### src/design/qst_pkg.sv
`default_nettype none

package qst_pkg;

    //////////////////////////////////////////////////
    // sizes, all derived from the qubit count
    //////////////////////////////////////////////////

    localparam int QUBITS     = 3;
    localparam int NUM_TERMS  = 2 ** QUBITS;    // terms per row
    localparam int ROWS       = 4 ** QUBITS;    // rows in the term table
    localparam int ROW_W      = 2 * QUBITS;
    localparam int COEF_W     = 32;
    localparam int SUM_W      = COEF_W + QUBITS; // guard bits for 8 terms
    localparam int RES_ADDR_W = ROW_W + 1;       // real and imag per row

    typedef logic signed [COEF_W-1:0] coef_t;
    typedef logic signed [SUM_W-1:0]  sum_t;

    //////////////////////////////////////////////////
    // term coding
    //////////////////////////////////////////////////

    // one coded term: lane, sign and which coefficient
    typedef struct packed {
        logic             imag;      // 1 = imaginary sum
        logic             neg;       // 1 = subtract the coefficient
        logic [ROW_W-1:0] coef_addr;
    } term_t;

    // a term-table row, loaded as raw halves and decoded as terms
    typedef union packed {
        logic [NUM_TERMS*$bits(term_t)-1:0] raw;
        term_t [NUM_TERMS-1:0]               terms;
    } term_row_u;

    // target memory of a host load
    typedef enum logic {
        LOAD_COEF = 1'b0,
        LOAD_TERM = 1'b1
    } load_sel_t;

endpackage

`default_nettype wire

### src/design/row_counter.sv
`timescale 1ns/100ps
`default_nettype none

module row_counter import qst_pkg::*; (
    input  logic             sysclk,
    input  logic             sys_reset,
    input  logic             run_en,
    output logic [ROW_W-1:0] row,
    output logic             last
);

    // wraps back to 0 after the last row, ready for the next run
    always_ff @(posedge sysclk) begin
        if (sys_reset) begin
            row <= '0;
        end else if (run_en) begin
            row <= row + 1'b1;
        end
    end

    assign last = (row == ROW_W'(ROWS - 1));

endmodule

`default_nettype wire

### config.mk
export PLATFORM = sky130hd
export DESIGN_NAME = row_counter
export DESIGN_NICKNAME = d
export VERILOG_FILES = /design/src/design/qst_pkg.sv /design/src/design/row_counter.sv
export SDC_FILE = /design/constraint.sdc
export NUM_CORES = 1
export LEC_CHECK = 0
export ABC_AREA = 1
export BUFFER_PORTS_ARGS = -buffer_cell sky130_fd_sc_hd__buf_2
export CAP_MARGIN = 40
export CORE_AREA = 5 5 42 44
export CTS_CLUSTER_DIAMETER = 60
export DETAILED_ROUTE_END_ITERATION = 12
export DIE_AREA = 0 0 47 49
export GPL_TIMING_DRIVEN = 0
export PLACE_DENSITY = 0.5
export SLEW_MARGIN = 40
export SYNTH_ARGS = -nofsm -noshare
export SYNTH_HDL_FRONTEND = slang
export SYNTH_SLANG_ARGS = --single-unit
### constraint.sdc
create_clock -name sysclk -period 3.45 [get_ports sysclk]
set_clock_uncertainty 0.15 [all_clocks]
set_input_delay 0.69 -clock sysclk [delete_from_list [all_inputs] [get_ports sysclk]]
set_output_delay 0.69 -clock sysclk [all_outputs]
set_load 0.005 [all_outputs]
# Word-level counts from Yosys, hierarchy flattened
# Cells that the tools add are included.
[classes]
addsub = 1
n_eq_ne = 1
[op_table]
columns = ["cell", "count"]
rows = [
  ["6-bit by 1-bit adder with 6-bit output, second input constant", 1],
  ["6-bit == test, second input constant", 1],
]
[word_totals]
register_bits = 6
input_bits = 3
wordCells = 3

# Logic depth before layout (Yosys ltp)
[logic_depth]
word_depth = 1
depth_mapped = 6
mapped_depth_nobuf = 6

# Worst setup path after synthesis
# Ideal clock, no wire load.
[synth_timing]
path_type = "register to output"
from = "register row[0]"
to = "output port last"
t_arrival_ns = 0.768
slack_ns = 1.842
stages_incl_launch_ff = 4
path_cell_list = "dfxtp_1 > ha_1 > nand3_1 > nor2_1"
[synth_between]
elab_chain_len = 1
[synth_lines]
columns = ["item", "line_no", "source"]
rows = [
  ["start, declared", "row_counter.sv:8", "output logic [ROW_W-1:0] row,"],
  ["start signal, assigned", "row_counter.sv:17", "row <= row + 1'b1;"],
  ["6-bit == test", "row_counter.sv:21", "assign last = (row == ROW_W'(ROWS - 1));"],
  ["end, declared", "row_counter.sv:9", "output logic last"],
]
# Every way passes these cells.

# Worst setup path in the final report
# Same ends and word-level chain as after synthesis.

==> metrics.md <==
| Metric | Value |
|---|---|
| Outcome | finished clean |
| Cell Area, Placed | 339 um^2 |
| Post-DR vias/cell | 4.08 |
| Synth area leaders | dfxtp_1 (44%), nand2_1 (11%), a21oi_1 (7.3%) |
| 1st-iter DRT viols | 5 |
| Num CTS Buffers | 3 |
| RD Place Congestion | approximately 0.62 |
| NetSw | about 0.000034 W |
| Syn_area_per_cell | about 7.4 um^2 |
| Antenna Nets Post-Route | 0 |
| Reg with most FFs | row |
| Synth area leader | dfxtp_1 |
| Core footprint | 1400 um^2 |
| Logic pwr share | 7.8% |
| Area growth, synth to finish | 32.0% |
| Initial Utilization | 19.6% |
| CP startpoint kind | flip-flop |
| Max VDD drop | 107 uV |
| Met2 GRT Util | 7.47% |
| Post-Syn Instances | 37 |
| Sw Share | between 20% and 30% |
| Min Tclk post-route | 1.97 ns |
| Cell area after layout | 362 um^2 |
| Main combinational cell family by area after synthesis | simple AND/OR/NAND/NOR gates |
| CP endpoint | last |
| Ant. Diodes | 0 |
| Critical path required time | between 2 and 3 ns |
| Yosys Warn Count | 0 |
| WP data arrival | 1.13 ns |
| Hold-critical path depth | 2 |
| Mux cell area share after synthesis | 0% |
| Die W | about 47 um |
| Synth Area in Compound Gates | 14.2% |
| Unrepaired setup endpoints after global routing | no |
| Slew Viols, Final | 0 |
| Clk sinks | 6 |
| Top Registers | row: 6 flops |
| Hold Crit Class | reg -> reg |
| Critical Path Source | row[0]$_SDFFE_PP0P_ |
| Post-CTS Setup Repair Bufs | 0 |
| DRT Pass-1 Iters | 3 |
| Total GRT Usage | approximately 5.8% |
| R2R depth | 6 |
| Worst Tran Pin Value | 0.171 ns |
| Crit Reg-Reg Endpoint | row[4]$_SDFFE_PP0P_ |
| Chip height | 49 um |
| Critical R2R Launch | row[0]$_SDFFE_PP0P_ |
| Root buffer cell | clkbuf_4 |
| CP Capture Type | primary output |
| # nets final | 55 |
| Most used flip-flop cell after synthesis | dfxtp_1 |
| Final-report setup violation count | 0 |
| Die area | 2300 um^2 |
| Post-synthesis sequential area ratio | 43.8% |
| Global-route wire length before repair | 917 um |
| Initial antenna violation count | 0 |
| Ys async rst share | 0% |
| Setup TNS | 0 ns |
| EDFF count, synth | 0 |
| Final total power | 0.000150 W |
| Largest net degree at the start of global routing | 8 |
| Synth Area in XOR/XNOR | 0% |
| Post-Syn Area | 274 um^2 |
| Commonest cells in the netlist | nand2_1 (8), dfxtp_1 (6), nor2_1 (5) |
| Simple-Gate Fraction of Synth Area | 32.0% |
| CTS Hold Bufs | 0 |
| Worst-skew pair later-pin latency | around 0.24 ns |
| Largest register FFs | 6 |
| Port Buffers | 9 |
| Vias | ~270 |
| Power per cell area | 414 nW/um^2 |
| Internal | 0.000116 W |
| M3 GR Usage | 2.21% |
| Share of cells above drive strength 1 | around a third |
| CP max FO | 5 |
| Met1 usage | 6.84% |
| Clock tree buffer depth | 2 |
| Cell variety after synth | 13 |
| Post-Synth Adder-Cell Area | 4.57% |
| Number of global-route vias before repair | 234 |
| Most common cell in the netlist | nand2_1 |
| Max Freq | 507 MHz |
| MaxCap Viol Count | 0 |
| Hold_ws | 0.342 ns |
| Clock Pin Slew Worst Setup and Hold Paths | 0.04 ns |
| WL per Instance | 8.63 um |
| Residual DRC count | 0 |
| Clock power share | between 40 and 50% |
| Seq cells post-synth | 6 |
| Synth top area share | 43.8% |
| Resize count post-CTS | 0 |
| WL final | roughly 560 um |
| Reg2Reg Setup Slack | between 2 and 2.5 ns |
| Final Hold Fails | 0 |
| Post-layout util | 25.8% |
| Syn Nets | 41 |
| CTS tree | yes |
| Critical path type | reg -> out |
| Final period util | a little under three fifths |
| Fillers | between 150 and 200 |
| Grt ovf | 0 |
| Slew margin rel. | 88.6% |
| Leakage | 0.169 nW |
| Row count | 14 |
| Ports | 10 |
| Sequential power share | between 40% and 50% |
| H-tree depth | 1 |
| GR peak layer | met2 |
[cell type report]
cell class	instances	area [um^2]	area share, %
timing repair buffer	9	45.0	12.5
multi-input combinational	27	139	38.4
clock buffer	3	22.5	6.23
inverter	4	15.0	4.15
tap	16	20.0	5.54
sequential	6	120	33.2
[how the worst min path moves through the flow]
stage                             start                  end  slack (ns)
global placement    row[4]$_SDFFE_PP0P_  row[4]$_SDFFE_PP0P_        0.33
floorplan           row[4]$_SDFFE_PP0P_  row[4]$_SDFFE_PP0P_        0.33
global route        row[4]$_SDFFE_PP0P_  row[4]$_SDFFE_PP0P_        0.41
finish              row[4]$_SDFFE_PP0P_  row[4]$_SDFFE_PP0P_        0.34
CTS                 row[4]$_SDFFE_PP0P_  row[4]$_SDFFE_PP0P_        0.35
detailed placement  row[4]$_SDFFE_PP0P_  row[4]$_SDFFE_PP0P_        0.34
[critical path, stage by stage, from the launching register on]
cell and delay, ns:
dfxtp_1 0.40, ha_1 0.22, nand3_1 0.08, nor2_1 0.09, buf_2 0.11
[per-layer routing]
layer | vias up | part of all wire, %
met5 | - | 0
met4 | 0 | 3.0
met3 | 2 | 6.2
met2 | 7 | 47
met1 | 111 | 44
li1 | 145 | -
[power groups by stage]
| stage | registers, W | clock network (W) | logic (W) |
|---|---|---|---|
| floorplan | 0.0000756 | 0 | 0.00000618 |
| global placement | 0.0000757 | 0 | 0.0000117 |
| detailed placement | 0.0000757 | 0 | 0.0000118 |
| CTS | 0.0000744 | 0.0000683 | 0.0000119 |
| global route | 0.0000749 | 0.0000717 | 0.0000132 |
| finish | 0.0000744 | 0.0000639 | 0.0000116 |
[cells by family (layout without fill, tap and decap cells)]
| group | Yosys count | in the layout |
|---|---|---|
| flops | 6 | 6 |
| fa+ha+maj | 1 | 1 |
| compound gates | 7 | 7 |
| simple gates | 19 | 19 |
| buf+inv | 4 | 16 |
[stage by stage]
step	worst slack [ns]	instances
floorplan	1.84	37
global placement	1.72	62
detailed placement	1.73	62
CTS	1.46	65
global route	1.36	65
finish	1.48	65
[cells in the final DEF (no fill, tap or decap), drive strengths merged]
cell type	Yosys	routed
a21oi	5	5
buf	0	9
clkbuf	0	3
dfxtp	6	6
ha	1	1
inv	4	4
nand2	9	9
nand3	2	2
nor2	7	7
nor3	1	1
o21ai	2	2
Note: power is estimated with default switching activity, not from simulation.
