## config.mk

```make
export PLATFORM = sky130hd
export DESIGN_NAME = result_ram_flat
export DESIGN_NICKNAME = d
export VERILOG_FILES = /design/src/design/qst_pkg.sv /design/src/design/qst_ifs.sv /design/src/design/result_ram.sv /design/src/flat_wrapper.sv
export SDC_FILE = /design/constraint.sdc
export NUM_CORES = 2
export LEC_CHECK = 0
export BUFFER_PORTS_ARGS = -buffer_cell sky130_fd_sc_hd__buf_2
export CORE_MARGIN = 2
export CORE_UTILIZATION = 41
export DETAILED_ROUTE_END_ITERATION = 8
export PLACE_DENSITY = 0.61
export SLEW_MARGIN = 20
export SYNTH_ARGS = -nofsm -noshare
export SYNTH_HDL_FRONTEND = slang
export SYNTH_SLANG_ARGS = --single-unit
```

## constraint.sdc

```tcl
create_clock -name sysclk -period 5.6 [get_ports sysclk]
set_input_delay 0.56 -clock sysclk [delete_from_list [all_inputs] [get_ports sysclk]]
set_output_delay 0.56 -clock sysclk [all_outputs]
set_load 0.05 [all_outputs]
```

## src/design/qst_pkg.sv

```systemverilog
`default_nettype none

package qst_pkg;

    //////////////////////////////////////////////////
    // sizes, all derived from the qubit count
    //////////////////////////////////////////////////

    localparam int QUBITS     = 3;
    localparam int NUM_TERMS  = 2 ** QUBITS;    // terms per row
    localparam int ROWS       = 4 ** QUBITS;    // rows in the term table
    localparam int ROW_W      = 2 * QUBITS;
    localparam int COEF_W     = 32;
    localparam int SUM_W      = COEF_W + QUBITS; // guard bits for 8 terms
    localparam int RES_ADDR_W = ROW_W + 1;       // real and imag per row

    typedef logic signed [COEF_W-1:0] coef_t;
    typedef logic signed [SUM_W-1:0]  sum_t;

    //////////////////////////////////////////////////
    // term coding
    //////////////////////////////////////////////////

    // one coded term: lane, sign and which coefficient
    typedef struct packed {
        logic             imag;      // 1 = imaginary sum
        logic             neg;       // 1 = subtract the coefficient
        logic [ROW_W-1:0] coef_addr;
    } term_t;

    // a term-table row, loaded as raw halves and decoded as terms
    typedef union packed {
        logic [NUM_TERMS*$bits(term_t)-1:0] raw;
        term_t [NUM_TERMS-1:0]               terms;
    } term_row_u;

    // target memory of a host load
    typedef enum logic {
        LOAD_COEF = 1'b0,
        LOAD_TERM = 1'b1
    } load_sel_t;

endpackage

`default_nettype wire

```

## src/design/qst_ifs.sv

```systemverilog
`timescale 1ns/100ps
`default_nettype none


// scaled row result, adder tree to result memory
interface result_if import qst_pkg::*; ();
    logic             valid;
    logic [ROW_W-1:0] row;
    coef_t            re;
    coef_t            im;

    modport src (output valid, row, re, im);
    modport dst (input valid, row, re, im);
    modport mon (input valid, row);  // sequencer only needs to spot the last row
endinterface

`default_nettype wire

```

## src/design/result_ram.sv

```systemverilog
`timescale 1ns/100ps
`default_nettype none

module result_ram import qst_pkg::*; (
    input  logic                  sysclk,
    input  logic [RES_ADDR_W-1:0] rd_addr,
    output coef_t                 rd_data,
    result_if.dst                 res
);

    coef_t mem [2*ROWS];

    // real at 2*row, imaginary at 2*row+1, both in one cycle
    always_ff @(posedge sysclk) begin
        if (res.valid) begin
            mem[{res.row, 1'b0}] <= res.re;
            mem[{res.row, 1'b1}] <= res.im;
        end
    end

    always_ff @(posedge sysclk) begin
        rd_data <= mem[rd_addr];  // host read, one cycle
    end

endmodule

`default_nettype wire

```

## src/flat_wrapper.sv

```systemverilog
// flat-port wrapper written by rule: the top's interface ports become plain ports
module result_ram_flat import qst_pkg::*;
  (sysclk, rd_addr, rd_data, res_valid, res_row, res_re, res_im);
  result_if res_i ();
  input  logic sysclk;
  input  logic [RES_ADDR_W-1:0] rd_addr;
  output coef_t rd_data;
  input wire logic [$bits(res_i.valid)-1:0] res_valid;
  input wire logic [$bits(res_i.row)-1:0] res_row;
  input wire logic [$bits(res_i.re)-1:0] res_re;
  input wire logic [$bits(res_i.im)-1:0] res_im;
  assign res_i.valid = res_valid;
  assign res_i.row = res_row;
  assign res_i.re = res_re;
  assign res_i.im = res_im;
  result_ram u_core (.sysclk(sysclk), .rd_addr(rd_addr), .rd_data(rd_data), .res(res_i));
endmodule
```

; ---- After elaboration in Yosys (flattened, before gate mapping)
; Memories as Yosys holds them, arrays and structs flattened. A register that Yosys moved wholly into a read port is not among the register bits.
; Index checks and enable logic that the tools add are counted.
[classes]
n_mux = 2
[ops]
columns = cell, n
row1 = two-way mux 1 bit, 2
[totals]
inputBits = 79
output_inout_bits = 32
ramBits = 4096
memories = 1
reg_bits = 0
word_cells = 3
[memory_table]
columns = memory, words, width, read_ports, rd_clocked_by_memory_dff, wr, line_no
row1 = u_core.mem, 128, 32, 1, 1, 2, result_ram.sv:11  ; coef_t mem [2*ROWS];

; ---- Depth between registers and ports, before layout
[logic_depth]
depth_word = 2
depth_mapped = 8

; ---- Worst setup path after synthesis
; Ideal clock, no wire load.
[synth_path]
kind = in2reg
from = input res_row[5]
to = memory u_core.mem[52][0] (netlist name) (enable)
stages = 3
setup_time_ns = 0.565
t_required_ns = 5.035
setup_slack_ns = -0.453
arrival_time_ns = 5.489
path_buffers = 1
cell_sequence = clkbuf_1 -> nand4b_1 -> nor3_1
[synth_lines]
columns = item, line_no
row1 = from (decl), flat_wrapper.sv:9  ; input wire logic [$bits(res_i.row)-1:0] res_row;
row2 = to (decl), result_ram.sv:11

==> flow_metrics.env <==
export IMPL_grt_max_degree=116
export IMPL_htreeDepth=5
export IMPL_worstSetupPathType="primary input to flip-flop"
export IMPL_yosysTopAreaCell="edfxtp_1"
export IMPL_fillers=30100
export IMPL_io_pins=111
export IMPL_cp_start_kind="primary input"
export IMPL_dr_wl_met2_um=196000
export IMPL_slew_headroom=0.247
export IMPL_min_path_type="primary input to flip-flop"
export IMPL_synth_avg_cell_area_sq_um=26.4
export IMPL_grt_pass1_vias=71200
export IMPL_cts_sinks=4128
export IMPL_fin_cells=11800
export IMPL_syn_area_sq_um=156000
export IMPL_cts_resized=0
export IMPL_ys_types=20
export IMPL_clk_path_buf_depth=4
export IMPL_p_leak_nw=54.5
export IMPL_cts_tree="done"
export IMPL_ys_dominant_reg_cell="edfxtp_1"
export IMPL_chipWidth_um=621
export IMPL_synth_top_area_frac=0.789
export IMPL_cts_made_buffers=412
export IMPL_core_area_sq_um=379000
export IMPL_outcome="finished clean"
export IMPL_hold_depth=1
export IMPL_ys_seq_area_frac=0.793
export IMPL_hold_viol=0
export IMPL_portBuffers=110
export IMPL_cp_required_ns=6.41
export IMPL_path_clk_slew_ns=0.06
export IMPL_route_detailed_drc=0
export IMPL_path_cells="buf_8 > buf_12 > buf_12 > buf_12 > mux4_2 > mux4_2 > mux4_2 > mux2_2"
export IMPL_grt_pass1_wl_um=547000
export IMPL_final_common_cell="edfxtp_1"
export IMPL_drtPass1Iterations=5
export IMPL_synth_seq_cells=4128
export IMPL_drtAntennaViolNets=0
export IMPL_holdBufCountCts=0
export IMPL_synth_edf_count=4096
export IMPL_hold_end="u_core.mem[91][25]"
export IMPL_async_reset_ff_frac=0
export IMPL_dr_wl_met3_um=26400
export IMPL_max_stage_delay_ns=0.52
export IMPL_arrival_ns=3.70
export IMPL_wl_per_cell_um=33.0
export IMPL_nNetsFinal=6464
export IMPL_netlist_instances=5912
export IMPL_fin_ws_ns=2.71
export IMPL_most_common_layout_cells="edfxtp_1, mux4_2, clkbuf_16, buf_4"
export IMPL_reg2reg_depth=4
export IMPL_highest_layer="met5"
export IMPL_fin_util=0.471
export IMPL_dr_first_iter_drc_count=8286
export IMPL_r2r_end="u_core.rd_data[4]"
export IMPL_ctsRootBufferMaster="clkbuf_16"
export IMPL_dieArea_sq_um=385000
export IMPL_die_h_um=621
export IMPL_maxCapViolations=0
export IMPL_fmax_ghz=0.346
export IMPL_crit_path_end_kind="flip-flop"
export IMPL_finClkSkew_ns=0.0413
export IMPL_wirelength_um=388000
export IMPL_fin_crit_ns=2.89
export IMPL_worstPathMaxFanout=57
export IMPL_overflow=0
export IMPL_r2r_start="u_core.mem[85][4]"
export IMPL_powerDensity_nw_per_um2=360
export IMPL_clk_latency_ns=0.96
export IMPL_startpoint="rd_addr[2]"
export IMPL_r2r_slack_ns=3.20
export IMPL_track_usage=0.201
export IMPL_layout_drive_gt1_share=0.353
export IMPL_final_period_utilization=0.516
export IMPL_vias_per_cell=5.89
export IMPL_drt_met1_wl_um=157000
export IMPL_yosysWarnings=0
export IMPL_worstHoldStart="res_im[25]"
export IMPL_dp_slack_ns=1.71
export IMPL_place_congestion=0.756
export IMPL_antenna_found_initial=30
export IMPL_setup_violations=0
export IMPL_start_util=0.412
export IMPL_drv_slew=0
export IMPL_rows=226
export IMPL_synthesis_nets=5991
export IMPL_crit_slowest_cell="mux4_2"
export IMPL_ir_drop_uv=305
export IMPL_vias=69300
export IMPL_area_growth_pct=14.4
export IMPL_rsz0062_at_grt="false"
export IMPL_final_area_sq_um=178000
export IMPL_synthTopCellsByArea="edfxtp_1, mux4_2, clkbuf_1"
export IMPL_hpwl_um=210000
export IMPL_post_cts_setup_buffers=0
export IMPL_tightest_slew_ns=1.13
export IMPL_place_area_sq_um=165000
export IMPL_dp_cells=11000
cells by family (layout without fill, tap and decap cells):
| kind of cell | count (synthesis) | count (layout) | synth area share |
|---|---|---|---|
| other | 0 | 17 | 0 |
| AND/OR/NAND/NOR | 94 | 94 | 0.00267 |
| buffers and inverters | 314 | 1127 | 0.00818 |
| multiplexers | 1376 | 1376 | 0.196 |
| flip-flops | 4128 | 4128 | 0.793 |
registers in the layout, indices dropped and copies added (netlist names):
signal,flops
u_core.rd_data,32
u_core.mem,4096
stage by stage:
step                power (W)  setup TNS [ns]  hold slack [ns]
finish                 0.0642               0           0.0777
global route           0.0661               0           0.0592
CTS                    0.0648               0           0.0868
detailed placement     0.0381               0             1.04
global placement       0.0381               0             1.04
floorplan              0.0368         -173.94            0.659
per-layer routing:
| metal | vias to the layer above | GRT usage |
|---|---|---|
| met5 | - | 0 |
| li1 | 27200 | - |
| met1 | 38900 | 0.280 |
| met2 | 2699 | 0.336 |
| met4 | 10 | 0.0439 |
| met3 | 493 | 0.0299 |
critical path, delay by kind of cell:
kind | cells | cell delay (ns)
muxes | 4 | 1.68
buffers and inverters | 4 | 1.32
cell usage after synthesis (2+ instances only):
| master | n |
|---|---|
| or3_1 | 2 |
| nand4_1 | 2 |
| nor2b_1 | 3 |
| nand4b_1 | 2 |
| buf_1 | 72 |
| buf_6 | 2 |
| edfxtp_1 | 4096 |
| buf_2 | 63 |
| nor3_1 | 8 |
| or3b_2 | 2 |
| mux4_2 | 1344 |
| clkbuf_1 | 176 |
| nor2_1 | 58 |
| mux2_2 | 32 |
| nand2_1 | 8 |
| dfxtp_1 | 32 |
| nand2b_1 | 2 |
| nand3_1 | 6 |
how the worst max path moves through the flow:
stage	slack, ns	end
5_1_grt	2.64	u_core.rd_data[1]
6_report	2.71	u_core.rd_data[7]
3_5_place_dp	1.71	u_core.rd_data[7]
2_1_floorplan	-0.45	u_core.mem[52][0]
3_3_place_gp	1.69	u_core.rd_data[7]
4_1_cts	2.76	u_core.rd_data[7]
where the power goes:
| group | switching (W) | internal, W |
|---|---|---|
| sequential | 0.000135 | 0.0342 |
| clock | 0.0114 | 0.0154 |
| combinational | 0.00174 | 0.00130 |
layout make-up:
type | count | area (sq um) | share of cell area
repair buffers | 373 | 3820 | 0.0214
clock inverters | 235 | 2170 | 0.0122
well taps | 5016 | 6280 | 0.0352
multi-input cells | 1470 | 31500 | 0.177
clock buffers | 519 | 10900 | 0.0611
flip-flops and latches | 4128 | 124000 | 0.693
diodes | 17 | 42.5 | 0.000239
Note: power is estimated with default switching activity, not from simulation.
