### config.mk
export PLATFORM = sky130hd
export DESIGN_NAME = term_adder_tree_flat
export DESIGN_NICKNAME = d
export VERILOG_FILES = /design/src/design/qst_pkg.sv /design/src/design/qst_ifs.sv /design/src/design/term_adder_tree.sv /design/src/flat_wrapper.sv
export SDC_FILE = /design/constraint.sdc
export NUM_CORES = 2
export LEC_CHECK = 0
export ABC_CLOCK_PERIOD_IN_PS = 3200
export BUFFER_PORTS_ARGS = -buffer_cell sky130_fd_sc_hd__buf_2
export CAP_MARGIN = 15
export CORE_MARGIN = 2
export CORE_UTILIZATION = 45
export DETAILED_ROUTE_END_ITERATION = 6
export SLEW_MARGIN = 30
export SYNTH_ARGS = -nofsm -noshare
export SYNTH_HDL_FRONTEND = slang
export SYNTH_SLANG_ARGS = --single-unit
### constraint.sdc
create_clock -name sysclk -period 3.2 [get_ports sysclk]
set_clock_uncertainty 0.2 [all_clocks]
set_input_delay 0.32 -clock sysclk [delete_from_list [all_inputs] [get_ports sysclk]]
set_output_delay 0.32 -clock sysclk [all_outputs]
set_load 0.02 [all_outputs]
### src/design/qst_pkg.sv
`default_nettype none

package qst_pkg;

    //////////////////////////////////////////////////
    // sizes, all derived from the qubit count
    //////////////////////////////////////////////////

    localparam int QUBITS     = 3;
    localparam int NUM_TERMS  = 2 ** QUBITS;    // terms per row
    localparam int ROWS       = 4 ** QUBITS;    // rows in the term table
    localparam int ROW_W      = 2 * QUBITS;
    localparam int COEF_W     = 32;
    localparam int SUM_W      = COEF_W + QUBITS; // guard bits for 8 terms
    localparam int RES_ADDR_W = ROW_W + 1;       // real and imag per row

    typedef logic signed [COEF_W-1:0] coef_t;
    typedef logic signed [SUM_W-1:0]  sum_t;

    //////////////////////////////////////////////////
    // term coding
    //////////////////////////////////////////////////

    // one coded term: lane, sign and which coefficient
    typedef struct packed {
        logic             imag;      // 1 = imaginary sum
        logic             neg;       // 1 = subtract the coefficient
        logic [ROW_W-1:0] coef_addr;
    } term_t;

    // a term-table row, loaded as raw halves and decoded as terms
    typedef union packed {
        logic [NUM_TERMS*$bits(term_t)-1:0] raw;
        term_t [NUM_TERMS-1:0]               terms;
    } term_row_u;

    // target memory of a host load
    typedef enum logic {
        LOAD_COEF = 1'b0,
        LOAD_TERM = 1'b1
    } load_sel_t;

endpackage

`default_nettype wire

### src/design/qst_ifs.sv
`timescale 1ns/100ps
`default_nettype none


// one fetched row, term store to adder tree
interface operand_if import qst_pkg::*; ();
    logic                    valid;
    logic [ROW_W-1:0]        row;
    term_row_u               terms;
    coef_t [NUM_TERMS-1:0]   coefs;  // coefs[k] belongs to terms[k]

    modport src (output valid, row, terms, coefs);
    modport dst (input valid, row, terms, coefs);
endinterface

// scaled row result, adder tree to result memory
interface result_if import qst_pkg::*; ();
    logic             valid;
    logic [ROW_W-1:0] row;
    coef_t            re;
    coef_t            im;

    modport src (output valid, row, re, im);
    modport dst (input valid, row, re, im);
    modport mon (input valid, row);  // sequencer only needs to spot the last row
endinterface

`default_nettype wire

### src/design/term_adder_tree.sv
`timescale 1ns/100ps
`default_nettype none

module term_adder_tree import qst_pkg::*; (
    input  logic    sysclk,
    input  logic    sys_reset,
    operand_if.dst  op,
    result_if.src   res
);

    // level 0 is the route stage, levels 1..QUBITS are the add levels
    sum_t             re_q  [QUBITS+1][NUM_TERMS];
    sum_t             im_q  [QUBITS+1][NUM_TERMS];
    logic [QUBITS:0]  vld_q;
    logic [ROW_W-1:0] row_q [QUBITS+1];

    sum_t term_val [NUM_TERMS];
    sum_t re_shift;
    sum_t im_shift;

    //////////////////////////////////////////////////
    // sign each term
    //////////////////////////////////////////////////

    // widen first so that negating the most negative value cannot wrap
    always_comb begin
        for (int k = 0; k < NUM_TERMS; k++) begin
            if (op.terms.terms[k].neg) begin
                term_val[k] = -sum_t'(op.coefs[k]);
            end else begin
                term_val[k] = sum_t'(op.coefs[k]);
            end
        end
    end

    //////////////////////////////////////////////////
    // route stage and add levels
    //////////////////////////////////////////////////

    always_ff @(posedge sysclk) begin
        for (int k = 0; k < NUM_TERMS; k++) begin
            re_q[0][k] <= op.terms.terms[k].imag ? '0 : term_val[k];
            im_q[0][k] <= op.terms.terms[k].imag ? term_val[k] : '0;
        end
        row_q[0] <= op.row;

        for (int l = 1; l <= QUBITS; l++) begin
            for (int k = 0; k < (NUM_TERMS >> l); k++) begin  // halves every level
                re_q[l][k] <= re_q[l-1][2*k] + re_q[l-1][2*k+1];
                im_q[l][k] <= im_q[l-1][2*k] + im_q[l-1][2*k+1];
            end
            row_q[l] <= row_q[l-1];
        end
    end

    always_ff @(posedge sysclk) begin
        if (sys_reset) begin
            vld_q <= '0;
        end else begin
            vld_q <= {vld_q[QUBITS-1:0], op.valid};
        end
    end

    //////////////////////////////////////////////////
    // scale by 2^N, floor
    //////////////////////////////////////////////////

    assign re_shift = re_q[QUBITS][0] >>> QUBITS;
    assign im_shift = im_q[QUBITS][0] >>> QUBITS;

    always_ff @(posedge sysclk) begin
        res.re  <= re_shift[COEF_W-1:0];  // the guard bits are gone after the shift
        res.im  <= im_shift[COEF_W-1:0];
        res.row <= row_q[QUBITS];
    end

    always_ff @(posedge sysclk) begin
        if (sys_reset) begin
            res.valid <= 1'b0;
        end else begin
            res.valid <= vld_q[QUBITS];
        end
    end

endmodule

`default_nettype wire

### src/flat_wrapper.sv
// flat-port wrapper written by rule: the top's interface ports become plain ports
module term_adder_tree_flat import qst_pkg::*;
  (sysclk, sys_reset, op_valid, op_row, op_terms, op_coefs, res_valid, res_row, res_re, res_im);
  operand_if op_i ();
  result_if res_i ();
  input  logic sysclk;
  input  logic sys_reset;
  input wire logic [$bits(op_i.valid)-1:0] op_valid;
  input wire logic [$bits(op_i.row)-1:0] op_row;
  input wire logic [$bits(op_i.terms)-1:0] op_terms;
  input wire logic [$bits(op_i.coefs)-1:0] op_coefs;
  output wire logic [$bits(res_i.valid)-1:0] res_valid;
  output wire logic [$bits(res_i.row)-1:0] res_row;
  output wire logic [$bits(res_i.re)-1:0] res_re;
  output wire logic [$bits(res_i.im)-1:0] res_im;
  assign op_i.valid = op_valid;
  assign op_i.row = op_row;
  assign op_i.terms = op_terms;
  assign op_i.coefs = op_coefs;
  assign res_valid = res_i.valid;
  assign res_row = res_i.row;
  assign res_re = res_i.re;
  assign res_im = res_i.im;
  term_adder_tree u_core (.sysclk(sysclk), .sys_reset(sys_reset), .op(op_i), .res(res_i));
endmodule
== Word level (Yosys, flattened, before mapping) ==
Memory sizes are Yosys's and may differ from the RTL's. A register that Yosys moved wholly into a read port is not among the register bits.
Cells that the tools add are included.

* Flip-flop bits (word level): 5
* Bits in latches: 0
* Bits in writable memories: 2264
* Memory bits (read-only): 0
* Input bits: 329
* Output and inout port bits: 71
* Logic and storage cells: 51
* Memories kept: 3

* Add/sub/neg operators: 22
* $mul: 0
* Div/mod/pow operators: 0
* Order comparisons: 0
* Eq/ne operators: 0
* Shifts and indexed selects: 0
* Muxes and demuxes: 24
* Bitwise gates (word level): 0
* Reductions and logical operators: 0

{| class="wikitable"
|+ Memories
! memory !! words !! width !! rd ports !! clocked after memory_dff !! wr ports !! line !! text
|-
| u_core.im_q || 4 || 280 || 4 || 1 || 4 || term_adder_tree.sv:13 || <nowiki>sum_t im_q [QUBITS+1][NUM_TERMS];</nowiki>
|-
| u_core.re_q || 4 || 280 || 4 || 1 || 4 || term_adder_tree.sv:12 || <nowiki>sum_t re_q [QUBITS+1][NUM_TERMS];</nowiki>
|-
| u_core.row_q || 4 || 6 || 4 || 1 || 4 || term_adder_tree.sv:15 || <nowiki>logic [ROW_W-1:0] row_q [QUBITS+1];</nowiki>
|}

{| class="wikitable"
|+ Operators by type and width
! kind !! number
|-
| $mux 35 || 24
|-
| $add 35x35->35 || 14
|-
| $neg 32->35 || 8
|}

== Logic depth before layout (Yosys ltp) ==
* Depth after elaboration: 3
* Gate-level depth with buffers: 12

== Least setup slack after synthesis ==
Ideal clock, no wire load.

* Kind: register to register
* From: memory u_core.im_q[0][70] (netlist name)
* To: memory u_core.im_q[1][203] (netlist name)
* Data arrival time: 2.827 ns
* Data required time: 2.878 ns
* Setup slack: 0.051 ns
* Cell stages (with the launch flop): 13
* Period minus slack after synthesis: 3.149 ns
* Cell sequence: dfxtp_1 ha_1 inv_1 fa_1 nor2b_1 o31a_1 o41ai_1 o21ai_0 o311ai_0 o21ai_0 a221oi_1 nand3b_1 o311a_1

{| class="wikitable"
|+ RTL lines
! what !! line
|-
| from (decl) || term_adder_tree.sv:13
|}

==> results.md <==
* Top cells by count, synth: dfxtp_1 (1,143), nor2_1 (565), ha_1 (482), a21oi_1 (475), xor2_1 (350)
* Starting Density at 0.452
* Pwr dens at roughly 780 nW/µm²
* Worst hold path type: in2reg
* Drt via density at ~5.4
* CTS H-tree lvls at 3
* Top cells by area, synth: dfxtp_1 (41%), ha_1 (11%), xor2_1 (5.5%)
* Synthesized cell area at 55,600 µm²
* MaxCap Viol Count at 0
* Layout cells sized above 1 at 0.168
* Number of global-route vias before repair at between 40,000 and 50,000
* Critical path's most frequent cell: buf_4
* Crit path launch: u_core.im_q[0][140]
* Crit Reg-Reg Startpoint: u_core.im_q[0][140]
* Critical Path Sink: u_core.im_q[1][240]
* RR Endpoint: u_core.im_q[1][240]
* Final setup viols at 0
* CP required at between 3 and 4 ns
* Die H at 356 µm
* Core area at roughly 120,000 µm²
* RSZ-0062 raised after global routing: true
* Post-synth ARST share at 0
* Slew Viols, Final at 0
* Clock root buffer: clkbuf_16
* Die Wd at 356 µm
* Clk sinks at between 1,000 and 1,500
* Post-DR wirelength/cell at between 15 and 20 µm
* Final ANT Viol Nets at 0
* Most common cell in the netlist: dfxtp_1
* Violation count after the first detailed-route iteration at 3,278
* Synthesized area per cell at 9.20 µm²
* GPL Wtd Cong at 0.993
* Fillers at 10,800
* Routed wire length at around 180,000 µm
* Longest Clk Path Bufs at 3
* Crit path time final at 3.16 ns
* Max Clock Freq at roughly 320 MHz
* First-pass GRT wire length at between 200,000 and 300,000 µm
* Synthesized net count at between 6,000 and 7,000
* Design Area, Final at slightly above 70,000 µm²
* Largest net degree at the start of global routing at 71
* Die area at about 130,000 µm²
* Gr usage total at 0.271
* IO buf count at between 300 and 400
* Critical path launch point type: flip-flop
* Area after DPL at about 62,000 µm²
* CP Cell Sequence: ha_4 -> inv_2 -> fa_2 -> nand2b_4 -> a211o_1 -> a211oi_2 -> buf_4 -> o211ai_1 -> a21oi_2 -> buf_4 -> a21bo_4 -> a21oi_2 -> xnor2_1 -> buf_4
* Slowest stage cell, crit path: dfxtp_2
* Peak supply drop at 563 µV
* Final hold violations at 0
* Register area share after synthesis at 0.411
* Cells after synthesis at roughly 6,100
* CP Capture Type: flip-flop
* Syn. warnings at 0
* Layout Nets at between 8,000 and 9,000
* Synth Register Bits at 1,143
* Maximum net fanout on the critical path at 3
* Later-pin clock latency in the skew report at 0.75 ns
* Setup TNS at 0 ns
* # rows at about 130
* CP Class: reg2reg
* R2R cell count at 14
* Number of CTS-inserted buffers at 119
* Flop2flop setup slack at between 0.04 and 0.05 ns
* Post-DP HPWL at around 140,000 µm
* DR pass1 iterations at 6
* Total grt overflow at 0
* Synth unique cells at 81
* Antenna violations before repair at 24
* Main synth FF type: dfxtp_1
* Crit-path max cell delay at ~0.34 ns
* Top cell type's share of synthesized area at 0.411
* Max-slew headroom at 0.412
* Yosys top cell by area: dfxtp_1
* Final period utilization at 0.987
* Area Growth Syn to Fin at 28.6%
* Worst-path clk slew at about 0.060 ns
* Slew of the pin with the lowest slew margin at roughly 0.88 ns
* EDFF count, synth at 0
* DRC viols at 0
* Leak pwr at 32.4 nW
* Status: completed
* Number of top-level pins at 400
* CP Data Arrival Time at 3.61 ns
* CTS tree: built
* Via count of the routed design at between 40,000 and 50,000
[per-layer routing]
metal / routed length (µm) / track usage / vias to the layer above
met5: 32 / 0 / -
met4: 5240 / 0.0866 / 6
li1: - / - / 23700
met3: 9490 / 0.0338 / 307
met1: 81900 / 0.373 / 22800
met2: 79600 / 0.442 / 1348
[state kept, by name, indices dropped and copies added (netlist names)]
signal,cells
u_core.vld_q,4
u_core.im_q,522
u_core.res.re,32
u_core.res.im,32
u_core.row_q,24
u_core.res.row,6
u_core.re_q,522
u_core.res.valid,1
[stage by stage]
step | power [mW] | setup slack [ns] | instances | hold WS (ns) | utilization
4_1_cts | 55.6 | -0.120 | 8948 | 0.0000687 | 0.575
2_1_floorplan | 32.0 | 0.0509 | 6051 | 0.110 | -
3_5_place_dp | 39.8 | -0.395 | 8315 | 0.112 | 0.505
6_report | 55.6 | 0.0409 | 8965 | 0.0297 | 0.581
5_1_grt | 58.8 | -0.145 | 8958 | 0.0376 | 0.581
3_3_place_gp | 39.9 | -0.303 | 8315 | 0.110 | 0.504
[final cells by class]
type | instances | area, µm² | share of cell area
Multi-Input combinational cell | 4567 | 32400 | 0.453
Sequential cell | 1143 | 22900 | 0.320
Timing Repair Buffer | 1206 | 9200 | 0.129
Clock buffer | 148 | 3300 | 0.0461
Tap cell | 1637 | 2050 | 0.0286
Clock inverter | 71 | 980 | 0.0137
Inverter | 181 | 679 | 0.00950
Antenna cell | 12 | 30.0 | 0.000420
[logic make-up after synthesis]
group	Yosys count	synth area share
multiplexers	12	0.00223
AND/OR/NAND/NOR	1814	0.162
AO/OA/AOI/OAI	1571	0.182
buffers and inverters	341	0.0230
flip-flops	1143	0.411
adder cells (fa/ha/maj)	494	0.113
XOR/XNOR	676	0.106
[report_power, final]
group          internal, mW  switching (mW)  total (mW)
Combinational          9.01            12.6        21.6
Clock                  8.88            6.07        15.0
Sequential             17.6            1.44        19.1
Total                  35.5            20.1        55.6
[how the worst min path moves through the flow]
stage                          endpoint                start  depth (start not counted)
floorplan              u_core.res.im[0]  u_core.im_q[3][248]                          0
global placement     u_core.row_q[3][2]   u_core.row_q[2][2]                          0
detailed placement     u_core.res.re[0]  u_core.re_q[3][248]                          0
CTS                  u_core.re_q[0][19]         op_terms[62]                          4
global route        u_core.re_q[0][215]         op_coefs[34]                          5
finish              u_core.re_q[0][215]         op_coefs[34]                          5
[critical path: cells and delay by family, from the launching register on]
kind,cells,cell delay (ns)
AO/OA/AOI/OAI,6,1.16
buffers and inverters,4,0.55
AND/OR/NAND/NOR,1,0.15
XOR/XNOR,1,0.20
flip-flops,1,0.34
adder cells (fa/ha/maj),2,0.47
[cell usage in the layout, fill, tap and decap left out, drive strengths merged, types with 91 or more instances in the layout]
master	synthesis	layout
a21o	232	232
a21oi	477	477
buf	1	804
clkbuf	159	148
dfxtp	1143	1143
dlygate4sd3	0	399
ha	482	482
inv	181	191
nand2	348	348
nand3	105	105
nor2	566	566
nor2b	328	328
nor3	91	91
o21ai	300	300
o31ai	96	96
xnor2	326	326
xor2	350	350
[timing repair]
item / 4_1_cts / 5_1_grt
buffers inserted: 4 / 17
setup endpoints to repair: 50 / 161
hold buffers: 410 / 1
pin swaps: 24 / 77
resized for setup: 59 / 173
hold endpoints to repair: 567 / 1
Power figures use the tool's default switching activity.
