<file path="src/design/qst_pkg.sv">
`default_nettype none

package qst_pkg;

    //////////////////////////////////////////////////
    // sizes, all derived from the qubit count
    //////////////////////////////////////////////////

    localparam int QUBITS     = 3;
    localparam int NUM_TERMS  = 2 ** QUBITS;    // terms per row
    localparam int ROWS       = 4 ** QUBITS;    // rows in the term table
    localparam int ROW_W      = 2 * QUBITS;
    localparam int COEF_W     = 32;
    localparam int SUM_W      = COEF_W + QUBITS; // guard bits for 8 terms
    localparam int RES_ADDR_W = ROW_W + 1;       // real and imag per row

    typedef logic signed [COEF_W-1:0] coef_t;
    typedef logic signed [SUM_W-1:0]  sum_t;

    //////////////////////////////////////////////////
    // term coding
    //////////////////////////////////////////////////

    // one coded term: lane, sign and which coefficient
    typedef struct packed {
        logic             imag;      // 1 = imaginary sum
        logic             neg;       // 1 = subtract the coefficient
        logic [ROW_W-1:0] coef_addr;
    } term_t;

    // a term-table row, loaded as raw halves and decoded as terms
    typedef union packed {
        logic [NUM_TERMS*$bits(term_t)-1:0] raw;
        term_t [NUM_TERMS-1:0]               terms;
    } term_row_u;

    // target memory of a host load
    typedef enum logic {
        LOAD_COEF = 1'b0,
        LOAD_TERM = 1'b1
    } load_sel_t;

endpackage

`default_nettype wire

</file>
<file path="src/design/qst_ifs.sv">
`timescale 1ns/100ps
`default_nettype none

// host load path, sequencer to term store
interface mem_load_if import qst_pkg::*; ();
    logic                  we;
    load_sel_t             sel;
    logic [RES_ADDR_W-1:0] addr;  // coef: bits 5:0, term: row = addr/2, bit 0 = half
    coef_t                 data;

    modport src (output we, sel, addr, data);
    modport dst (input we, sel, addr, data);
endinterface


// scaled row result, adder tree to result memory
interface result_if import qst_pkg::*; ();
    logic             valid;
    logic [ROW_W-1:0] row;
    coef_t            re;
    coef_t            im;

    modport src (output valid, row, re, im);
    modport dst (input valid, row, re, im);
    modport mon (input valid, row);  // sequencer only needs to spot the last row
endinterface

`default_nettype wire

</file>
<file path="src/design/qst_sequencer.sv">
`timescale 1ns/100ps
`default_nettype none

module qst_sequencer import qst_pkg::*; (
    input  logic                  sysclk,
    input  logic                  sys_reset,
    input  logic                  load_req,
    input  load_sel_t             load_sel,
    input  logic [RES_ADDR_W-1:0] load_addr,
    input  coef_t                 load_data,
    input  logic                  start,
    input  logic                  last,
    output logic                  load_ack,
    output logic                  busy,
    output logic                  done,
    output logic                  run_en,
    mem_load_if.src               ld,
    result_if.mon                 res
);

    localparam logic [1:0] ST_IDLE  = 2'd0;
    localparam logic [1:0] ST_ACK   = 2'd1;  // write done, wait for req low
    localparam logic [1:0] ST_RUN   = 2'd2;  // one row per clock
    localparam logic [1:0] ST_DRAIN = 2'd3;  // rows still in the tree

    logic [1:0] state;
    logic       final_res;

    //////////////////////////////////////////////////
    // host load path
    //////////////////////////////////////////////////

    // the write happens in the cycle the request is seen while idle
    assign ld.we   = (state == ST_IDLE) && load_req;
    assign ld.sel  = load_sel;
    assign ld.addr = load_addr;
    assign ld.data = load_data;

    assign load_ack = (state == ST_ACK);
    assign busy     = (state == ST_RUN) || (state == ST_DRAIN);
    assign run_en   = (state == ST_RUN);

    assign final_res = res.valid && (res.row == ROW_W'(ROWS - 1));

    //////////////////////////////////////////////////
    // control FSM
    //////////////////////////////////////////////////

    always_ff @(posedge sysclk) begin
        if (sys_reset) begin
            state <= ST_IDLE;
            done  <= 1'b0;
        end else begin
            case (state)
                ST_IDLE: begin
                    if (load_req) begin       // a pending load beats start
                        state <= ST_ACK;
                    end else if (start) begin
                        state <= ST_RUN;
                        done  <= 1'b0;
                    end
                end
                ST_ACK: begin
                    if (!load_req) begin
                        state <= ST_IDLE;
                    end
                end
                ST_RUN: begin
                    if (last) begin            // row 63 issued this cycle
                        state <= ST_DRAIN;
                    end
                end
                ST_DRAIN: begin
                    if (final_res) begin
                        state <= ST_IDLE;
                        done  <= 1'b1;        // held until the next start
                    end
                end
                default: state <= ST_IDLE;
            endcase
        end
    end

endmodule

`default_nettype wire

</file>
<file path="src/flat_wrapper.sv">
// flat-port wrapper written by rule: the top's interface ports become plain ports
module qst_sequencer_flat import qst_pkg::*;
  (sysclk, sys_reset, load_req, load_sel, load_addr, load_data, start, last, load_ack, busy, done, run_en, ld_we, ld_sel, ld_addr, ld_data, res_valid, res_row);
  mem_load_if ld_i ();
  result_if res_i ();
  input  logic sysclk;
  input  logic sys_reset;
  input  logic load_req;
  input  load_sel_t load_sel;
  input  logic [RES_ADDR_W-1:0] load_addr;
  input  coef_t load_data;
  input  logic start;
  input  logic last;
  output logic load_ack;
  output logic busy;
  output logic done;
  output logic run_en;
  output wire logic [$bits(ld_i.we)-1:0] ld_we;
  output wire logic [$bits(ld_i.sel)-1:0] ld_sel;
  output wire logic [$bits(ld_i.addr)-1:0] ld_addr;
  output wire logic [$bits(ld_i.data)-1:0] ld_data;
  input wire logic [$bits(res_i.valid)-1:0] res_valid;
  input wire logic [$bits(res_i.row)-1:0] res_row;
  assign ld_we = ld_i.we;
  assign ld_sel = ld_i.sel;
  assign ld_addr = ld_i.addr;
  assign ld_data = ld_i.data;
  assign res_i.valid = res_valid;
  assign res_i.row = res_row;
  qst_sequencer u_core (.sysclk(sysclk), .sys_reset(sys_reset), .load_req(load_req), .load_sel(load_sel), .load_addr(load_addr), .load_data(load_data), .start(start), .last(last), .load_ack(load_ack), .busy(busy), .done(done), .run_en(run_en), .ld(ld_i), .res(res_i));
endmodule
</file>
<file path="config.mk">
export PLATFORM = sky130hd
export DESIGN_NAME = qst_sequencer_flat
export DESIGN_NICKNAME = d
export VERILOG_FILES = /design/src/design/qst_pkg.sv /design/src/design/qst_ifs.sv /design/src/design/qst_sequencer.sv /design/src/flat_wrapper.sv
export SDC_FILE = /design/constraint.sdc
export NUM_CORES = 1
export LEC_CHECK = 0
export ABC_AREA = 1
export BUFFER_PORTS_ARGS = -buffer_cell sky130_fd_sc_hd__clkbuf_2
export CAP_MARGIN = 20
export CORE_MARGIN = 3
export CORE_UTILIZATION = 24
export DETAILED_ROUTE_END_ITERATION = 10
export GPL_ROUTABILITY_DRIVEN = 0
export PLACE_DENSITY = 0.77
export SYNTH_ARGS = -nofsm -noshare
export SYNTH_HDL_FRONTEND = slang
export SYNTH_SLANG_ARGS = --single-unit
export TNS_END_PERCENT = 10
</file>
<file path="constraint.sdc">
create_clock -name sysclk -period 0.9 [get_ports sysclk]
set_clock_uncertainty 0.05 [all_clocks]
set_input_delay 0.045 -clock sysclk [delete_from_list [all_inputs] [get_ports sysclk]]
set_output_delay 0.045 -clock sysclk [all_outputs]
set_load 0.01 [all_outputs]
</file>
; ---- Word level (Yosys, flattened, before mapping)
; Cells that the tools add are included.
[word_totals]
out_inout_bits = 45
regBits = 3
input_bits = 52
elab_cells = 29
[op_classes]
eq_ne = 10
muxes = 10
n_reduce_logical = 7
[op_table]
columns = operator, n
row1 = $mux W2, 5
row2 = $ne A2 B2 Y1 const B, 4
row3 = $pmux W2 S4, 1
row4 = $reduce_and A4 Y1, 2
row5 = $eq A6 B6 Y1 const B, 1
row6 = $eq A2 B2 Y1 const B, 2
row7 = $mux W1, 3
row8 = $ne A3 B3 Y1 const B, 1
row9 = $eq A2 B1 Y1 const B, 1
row10 = $logic_and A1 B1 Y1, 2
row11 = $logic_not A2 Y1, 1
row12 = $ne A2 B1 Y1 const B, 1
row13 = $pmux W1 S2, 1
row14 = $reduce_bool A2 Y1, 1
row15 = $logic_or A1 B1 Y1, 1

; ---- Longest topological paths before layout
; Gate-level depths: netlist (run 1).
[logic_depth]
depth_word = 4
depth_mapped = 7
mapped_depth_nobuf = 7

; ---- Worst setup path before layout (run 1)
; No wires, ideal clock.
[synth_path]
path_kind = reg2reg
start = register u_core.state[0]
end = register u_core.state[1]
path_stages_with_launch = 8
t_arrival_ps = 841
required_ps = 740
period_less_slack_ps = 1002
n_path_buf = 0
slack_ps = -102
setup_ps = 110
cell_sequence = dfxtp_1 -> inv_2 -> nand3_1 -> nand2_1 -> nor2_2 -> nand2_1 -> nor2_2 -> nor2_1
[synth_via]
elab_chain_cells = 3
[synth_lines]
columns = element, line_no
row1 = "start, declared", qst_sequencer.sv:26  ; logic [1:0] state;
row2 = "start signal, assigned", qst_sequencer.sv:51  ; state <= ST_IDLE;
row3 = "start signal, assigned", qst_sequencer.sv:57  ; state <= ST_ACK;
row4 = "start signal, assigned", qst_sequencer.sv:59  ; state <= ST_RUN;
row5 = "$eq A2 B2 Y1, or another cell as far along", qst_sequencer.sv:54  ; case (state)
row6 = "$ne A2 B1 Y1 (no line), or another cell as far along", n/a
row7 = $reduce_and A4 Y1 (no line), n/a
; Parallel ways exist; a longest one is shown, timed or not.
; A chain may end at the register's enable or synchronous reset.

; ---- Worst setup path in the final report (run 1)
[layout_path]
start = register u_core.state[0]
end = output port ld_we
[layout_via]
elab_chain_cells = 2
[layout_lines]
columns = element, line_no
row1 = $logic_not A2 Y1, qst_sequencer.sv:34  ; assign ld.we = (state == ST_IDLE) && load_req;
row2 = $logic_and A1 B1 Y1, qst_sequencer.sv:34
row3 = "end, declared", flat_wrapper.sv:18  ; output wire logic [$bits(ld_i.we)-1:0] ld_we;
; No other way between the ends.

==> results of run 1 <==
power by group through the flow:
stage	sequential [mW]	clock [mW]	combinational, mW
6_report	0.287	0.231	0.626
2_1_floorplan	0.268	0	0.595
4_1_cts	0.288	0.248	0.586
3_3_place_gp	0.284	0	0.577
5_1_grt	0.310	0.261	0.713
3_5_place_dp	0.283	0	0.578
final timing paths:
check / startpoint / to / cells past startpoint
hold / removal: load_addr[2] / ld_addr[2] / 0
hold reg to reg: u_core.done / u_core.done / 2
setup reg to reg: u_core.state[0] / u_core.state[1] / 7
setup / recovery: u_core.state[0] / ld_we / 4
cell type report:
| type | count | share of cell area (%) |
|---|---|---|
| multi-input combinational | 36 | 39.3 |
| timing repair buffer | 18 | 23.3 |
| sequential | 3 | 15.2 |
| inverter | 9 | 8.71 |
| tap | 27 | 7.58 |
| clock buffer | 4 | 5.90 |
what timing repair did:
item,CTS,global route
hold buffers,1,0
pin swaps,1,1
setup endpoints to repair,6,6
hold endpoints to repair,1,0
resized for setup,1,6
cells by family after synthesis:
group | count (synthesis) | synth area share (%)
flip-flops | 3 | 10.9
AND/OR/NAND/NOR | 33 | 25.0
AO/OA/AOI/OAI | 3 | 2.73
buffers and inverters | 50 | 61.4
metrics by stage:
| step | util [%] | instances | worst slack (ns) |
|---|---|---|---|
| floorplan | - | 89 | -0.0453 |
| global placement | 19.1 | 92 | -0.113 |
| detailed placement | 19.1 | 92 | -0.116 |
| CTS | 20.9 | 97 | -0.170 |
| global route | 21.6 | 97 | -0.205 |
| finish | 21.6 | 97 | -0.127 |
per-layer routing:
| layer | vias to the layer above | part of all wire, % | global-route usage, % |
|---|---|---|---|
| li1 | 189 | - | - |
| met1 | 166 | 29 | 4.77 |
| met2 | 21 | 54 | 10.1 |
| met3 | 8 | 14 | 5.54 |
| met4 | 0 | 3.2 | 4.68 |
| met5 | - | 0 | 0 |
worst max-delay path, delay by kind of cell, from the launching register on:
kind / cells / cell delay, ns
DFF: 1 / 0.36
and+or+nand+nor: 2 / 0.17
buffers and inverters: 2 / 0.17
registers in the layout, indices dropped and copies added (netlist names):
name,count
u_core.done,1
u_core.state,2
placed cells by master (no fill, tap or decap), types with 2 or more instances in the layout:
| cell | n |
|---|---|
| a21oi_1 | 3 |
| buf_2 | 2 |
| clkbuf_2 | 13 |
| clkbuf_4 | 3 |
| dfxtp_4 | 2 |
| inv_1 | 7 |
| inv_4 | 2 |
| nand2_1 | 12 |
| nand2_2 | 2 |
| nand3_1 | 4 |
| nand3_2 | 2 |
| nor2_1 | 9 |
| nor2_2 | 2 |
==> impl_results.md, run 1 <==
- Clock Power Share: 20.2%
- Mapped Area: 551 µm²
- Fin. max-slew vios: 0
- Syn_area_per_cell: 6.19 µm²
- P_sw: 499 µW
- Top_reg_cell synth: dfxtp_1
- CTS buffer count: 3
- Clock Tree Root: clkbuf_4
- Vias/cell: 3.96
- Global-route wire length before repair: 1260 µm
- Nets: 123
- I/O Pins: 97
- Failing checks: setup timing
- Fraction of layout cells with a size suffix above 1: 44.3%
- Leading area contributor after synthesis: buf_4
- Critical path arrival: 0.93 ns
- Total Wirelength: 872 µm
- Area Growth Syn to Fin: -19.1%
- RSZ-0062 raised after global routing: yes
- Syn Inst Count: 89
- Max FO, Critical Path: 6
- Synth top area share: 54.5%
- Max_cap viols: 0
- Register area share after synthesis: 10.9%
- Post-detail-place hpwl: 728 µm
- Flop pwr share: 25.1%
- Share of total power in combinational logic: 54.7%
- Die ar.: 0.00290 mm²
- Total power: 1.14 mW
- Period utilisation layout: 114%
- DRC viols: 0
- Initial DRC count: 3
- CP Launch Type: flip-flop
- Worst VDD drop: 0.646 mV
- Antenna-violating nets left: 0
- Most frequent cell after synthesis: buf_4
- # rows: 16
- CTS H-tree lvls: 1
- Top post-synthesis cells by count: buf_4, nand2_1, nor2_1
- Final min period: 1.03 ns
- DR vias: 384
- Number of synthesized flops with an enable pin: 0
- Hold Fails Final Rpt: 0
- Clock Latency Late Sink: 0.23 ns
- Post-CTS setup repair buffer count: 0
- Highest Clock Rate: 973 MHz
- Initial antenna violation count: 0
- Outcome: finished with violations
- Leakage: 0.251 nW
- Syn nets: 141
- Worst path required time: 0.81 ns
- Die H: 53.9 µm
- Multi-input logic area: 175 µm²
- TritonCTS clock tree: built
- Crit path capture type: output pin
- Setup CP Type: flip-flop to output pin
- FF+latch area: 67.6 µm²
- Synth Register Bits: 3
- Setup WS post-layout: -0.127 ns
- Filler cells: 234
- Power density cells: 2570 mW/mm²
- Wirelength per Cell: 8.99 µm
- Worst slew margin: 88.8%
- Vias in the first global route: 323
- Synth warn: 0
- Final Setup Violations: 6
- Setup TNS: -0.524 ns
- Buffers on Ports: 16
- DIE WIDTH: 53.9 µm
- Distinct cell type count after synthesis: 11
- Aggregate global routing overflow: 0
- Slowest-stage cell, CP: dfxtp_4
- Global Route Usage Sum: 6.29%
- Final instance area: 445 µm²
- # diodes: 0
- Worst slew pin tran: 0.167 ns
- Internal cell power: 645 µW
- Hold crit path type: primary input to output pin
- Core ar.: 0.00206 mm²
- CP max stage delay: 0.36 ns
- Largest net degree at the start of global routing: 7
- CP cell instances: inv_4 > nand2_2 > nor2_4 > buf_6
- Reg clk slew, reported paths: 0.03 ns
- Area contributors post-synth: buf_4, dfxtp_1, nand2_1, nor2_1, nand3_1
- CTS Buffer Depth: 2
- Initial core utilization: 26.7%
- Switching share of total power: 43.6%
- Asr flop ratio synth: 0%
- DR pass1 iterations: 3
- CTS Sinks: 3
- Min Hold Slack: 0.0400 ns
- Worst reg-to-reg setup slack: -0.11 ns
- Dpl cell area: 393 µm²
Note: power is estimated with default switching activity, not from simulation.
==> run 2: changes to the inputs <==
--- a/config.mk
+++ b/config.mk
@@ -13,6 +13,8 @@
 export DETAILED_ROUTE_END_ITERATION = 10
 export GPL_ROUTABILITY_DRIVEN = 0
 export PLACE_DENSITY = 0.77
+export RECOVER_POWER = 100
+export SETUP_SLACK_MARGIN = 0.3
 export SYNTH_ARGS = -nofsm -noshare
 export SYNTH_HDL_FRONTEND = slang
 export SYNTH_SLANG_ARGS = --single-unit
==> impl_results.md, run 2 (synthesized netlist as in run 1, its figures left out) <==
- Outcome: finished with violations
- Failing checks: hold timing, setup timing
- Wirelength per Cell: 9.08 µm (+1.0%)
- Global Route Usage Sum: 6.24% (-0.057 points)
- Regs by FF count: u_core.state: 2 flops, u_core.done: 1 flops
- Reg clk slew, reported paths: 0.04 ns (about the same)
- DIE WIDTH: 53.9 µm (unchanged)
- DR pass1 iterations: 3 (unchanged)
- Final instance area: 434 µm² (-2.5%)
- Dpl cell area: 393 µm² (unchanged)
- CP Launch Type: flip-flop
- Filler cells: 233 (-0.43%)
- Min Hold Slack: -0.0290 ns (-0.0690 ns)
- Largest net degree at the start of global routing: 7 (unchanged)
- Area Growth Syn to Fin: -21.1%
- # rows: 16 (unchanged)
- Post-detail-place hpwl: 728 µm (unchanged)
- Crit path capture type: output pin
- I/O Pins: 97 (unchanged)
- Worst path required time: 0.81 ns (about the same)
- Clock Latency Late Sink: 0.23 ns (about the same)
- DR vias: 382 (-0.52%)
- Most flops, register: u_core.state
- CTS Buffer Depth: 2 (unchanged)
- Antenna-violating nets left: 0 (unchanged)
- Max_cap viols: 0 (unchanged)
- Setup TNS: -0.524 ns (+0.000720 ns)
- # diodes: 0 (unchanged)
- Final Setup Violations: 6 (unchanged)
- Initial core utilization: 26.7% (unchanged)
- Buffers on Ports: 16 (unchanged)
- DP Worst Slack: -0.116 ns (unchanged)
- Initial DRC count: 3 (unchanged)
- Leakage: 0.244 nW (-3.0%)
- Vias in the first global route: 321 (-0.62%)
- Worst slew margin: 88.8% (unchanged)
- CTS buffer count: 3 (unchanged)
- Setup WS post-layout: -0.127 ns (unchanged)
- Post-CTS setup repair buffer count: 0 (unchanged)
- Highest Clock Rate: 973 MHz (unchanged)
- Aggregate global routing overflow: 0 (unchanged)
- Max reg flops: 2 (unchanged)
- Fin. max-slew vios: 0 (unchanged)
- Core ar.: 0.00206 mm² (unchanged)
- TritonCTS clock tree: built
- Most frequent cells in the layout: nand2_1, clkbuf_2, nor2_1, inv_1, nand3_1
- Hold crit path type: primary input to flip-flop
- Die H: 53.9 µm (unchanged)
- Vias/cell: 3.98 (+0.52%)
- Worst slew pin tran: 0.167 ns (unchanged)
- Worst VDD drop: 0.646 mV (about the same)
- Hold Fails Final Rpt: 1 (+1)
- Period utilisation layout: 114% (unchanged)
- Total Wirelength: 872 µm (unchanged)
- RSZ-0062 raised after global routing: yes
- Nets: 122 (-0.81%)
- Critical path arrival: 0.93 ns (about the same)
- CTS Sinks: 3 (unchanged)
- Total power: 1.14 mW (-0.28%)
- Power density cells: 2630 mW/mm² (+2.3%)
- CTS H-tree lvls: 1 (unchanged)
- Fraction of layout cells with a size suffix above 1: 43.5% (-0.81 points)
- DRC viols: 0 (unchanged)
- Global-route wire length before repair: 1240 µm (-1.0%)
- Multi-input logic area: 175 µm² (unchanged)
- Die ar.: 0.00290 mm² (unchanged)
- Clock Tree Root: clkbuf_4
- Setup CP Type: flip-flop to output pin
- Initial antenna violation count: 0 (unchanged)
- Max FO, Critical Path: 6 (unchanged)
- FF+latch area: 67.6 µm² (unchanged)
- Final min period: 1.03 ns (unchanged)
-- run 2: changes by cell type in the layout (fill, tap and decap cells not counted) --
cell,previous run,this run
clkbuf_1,1,2
clkbuf_2,13,12
dlygate4sd3_1,1,0
-- run 2: final cells by class --
| type | count | share of cell area [%] |
|---|---|---|
| multi-input cells | 36 | 40.3 |
| clock buffers | 4 | 6.05 |
| well taps | 27 | 7.78 |
| flip-flops and latches | 3 | 15.6 |
| repair buffers | 17 | 21.3 |
| inverters | 9 | 8.93 |
-- run 2: final timing paths --
path / start / end / slack [ns] / cells after the start
worst min-delay path: sys_reset / u_core.done / -0.03 / 2
worst min register to register: u_core.done / u_core.done / 0.48 / 2
worst max-delay path: u_core.state[0] / ld_we / -0.13 / 4
worst max register to register: u_core.state[0] / u_core.state[1] / -0.11 / 7
-- run 2: layer usage --
| layer | up-vias | wire (µm) | track usage [%] | share of wire (%) |
|---|---|---|---|---|
| met4 | 0 | 28 | 4.68 | 3.2 |
| met5 | - | 0 | 0 | 0 |
| met2 | 21 | 472 | 10.1 | 54 |
| met1 | 165 | 249 | 4.61 | 29 |
| met3 | 8 | 122 | 5.54 | 14 |
| li1 | 188 | - | - | - |
-- run 2: worst max-delay path, cell delays in order (launching register included) --
cell,delay (ns)
dfxtp_4,0.36
inv_4,0.06
nand2_2,0.07
nor2_4,0.10
buf_6,0.11
-- run 2: per-stage QoR --
stage               cells  util, %  hold WS, ns
global route           96     21.1      -0.0230
CTS                    96     20.4      -0.0396
detailed placement     92     19.1       0.0401
floorplan              89        -       0.0743
finish                 96     21.1      -0.0290
global placement       92     19.1       0.0401
-- run 2: power by group --
group / total, mW / internal (mW) / switching (mW)
sequential: 0.287 / 0.201 / 0.0860
combinational: 0.622 / 0.275 / 0.347
clock: 0.232 / 0.166 / 0.0660
total: 1.14 / 0.642 / 0.499
-- run 2: repair_timing --
action,4_1_cts,5_1_grt
hold endpoints to repair,1,1
pin swaps,1,1
gates resized for setup,1,8
endpoints found under the setup margin,8,8
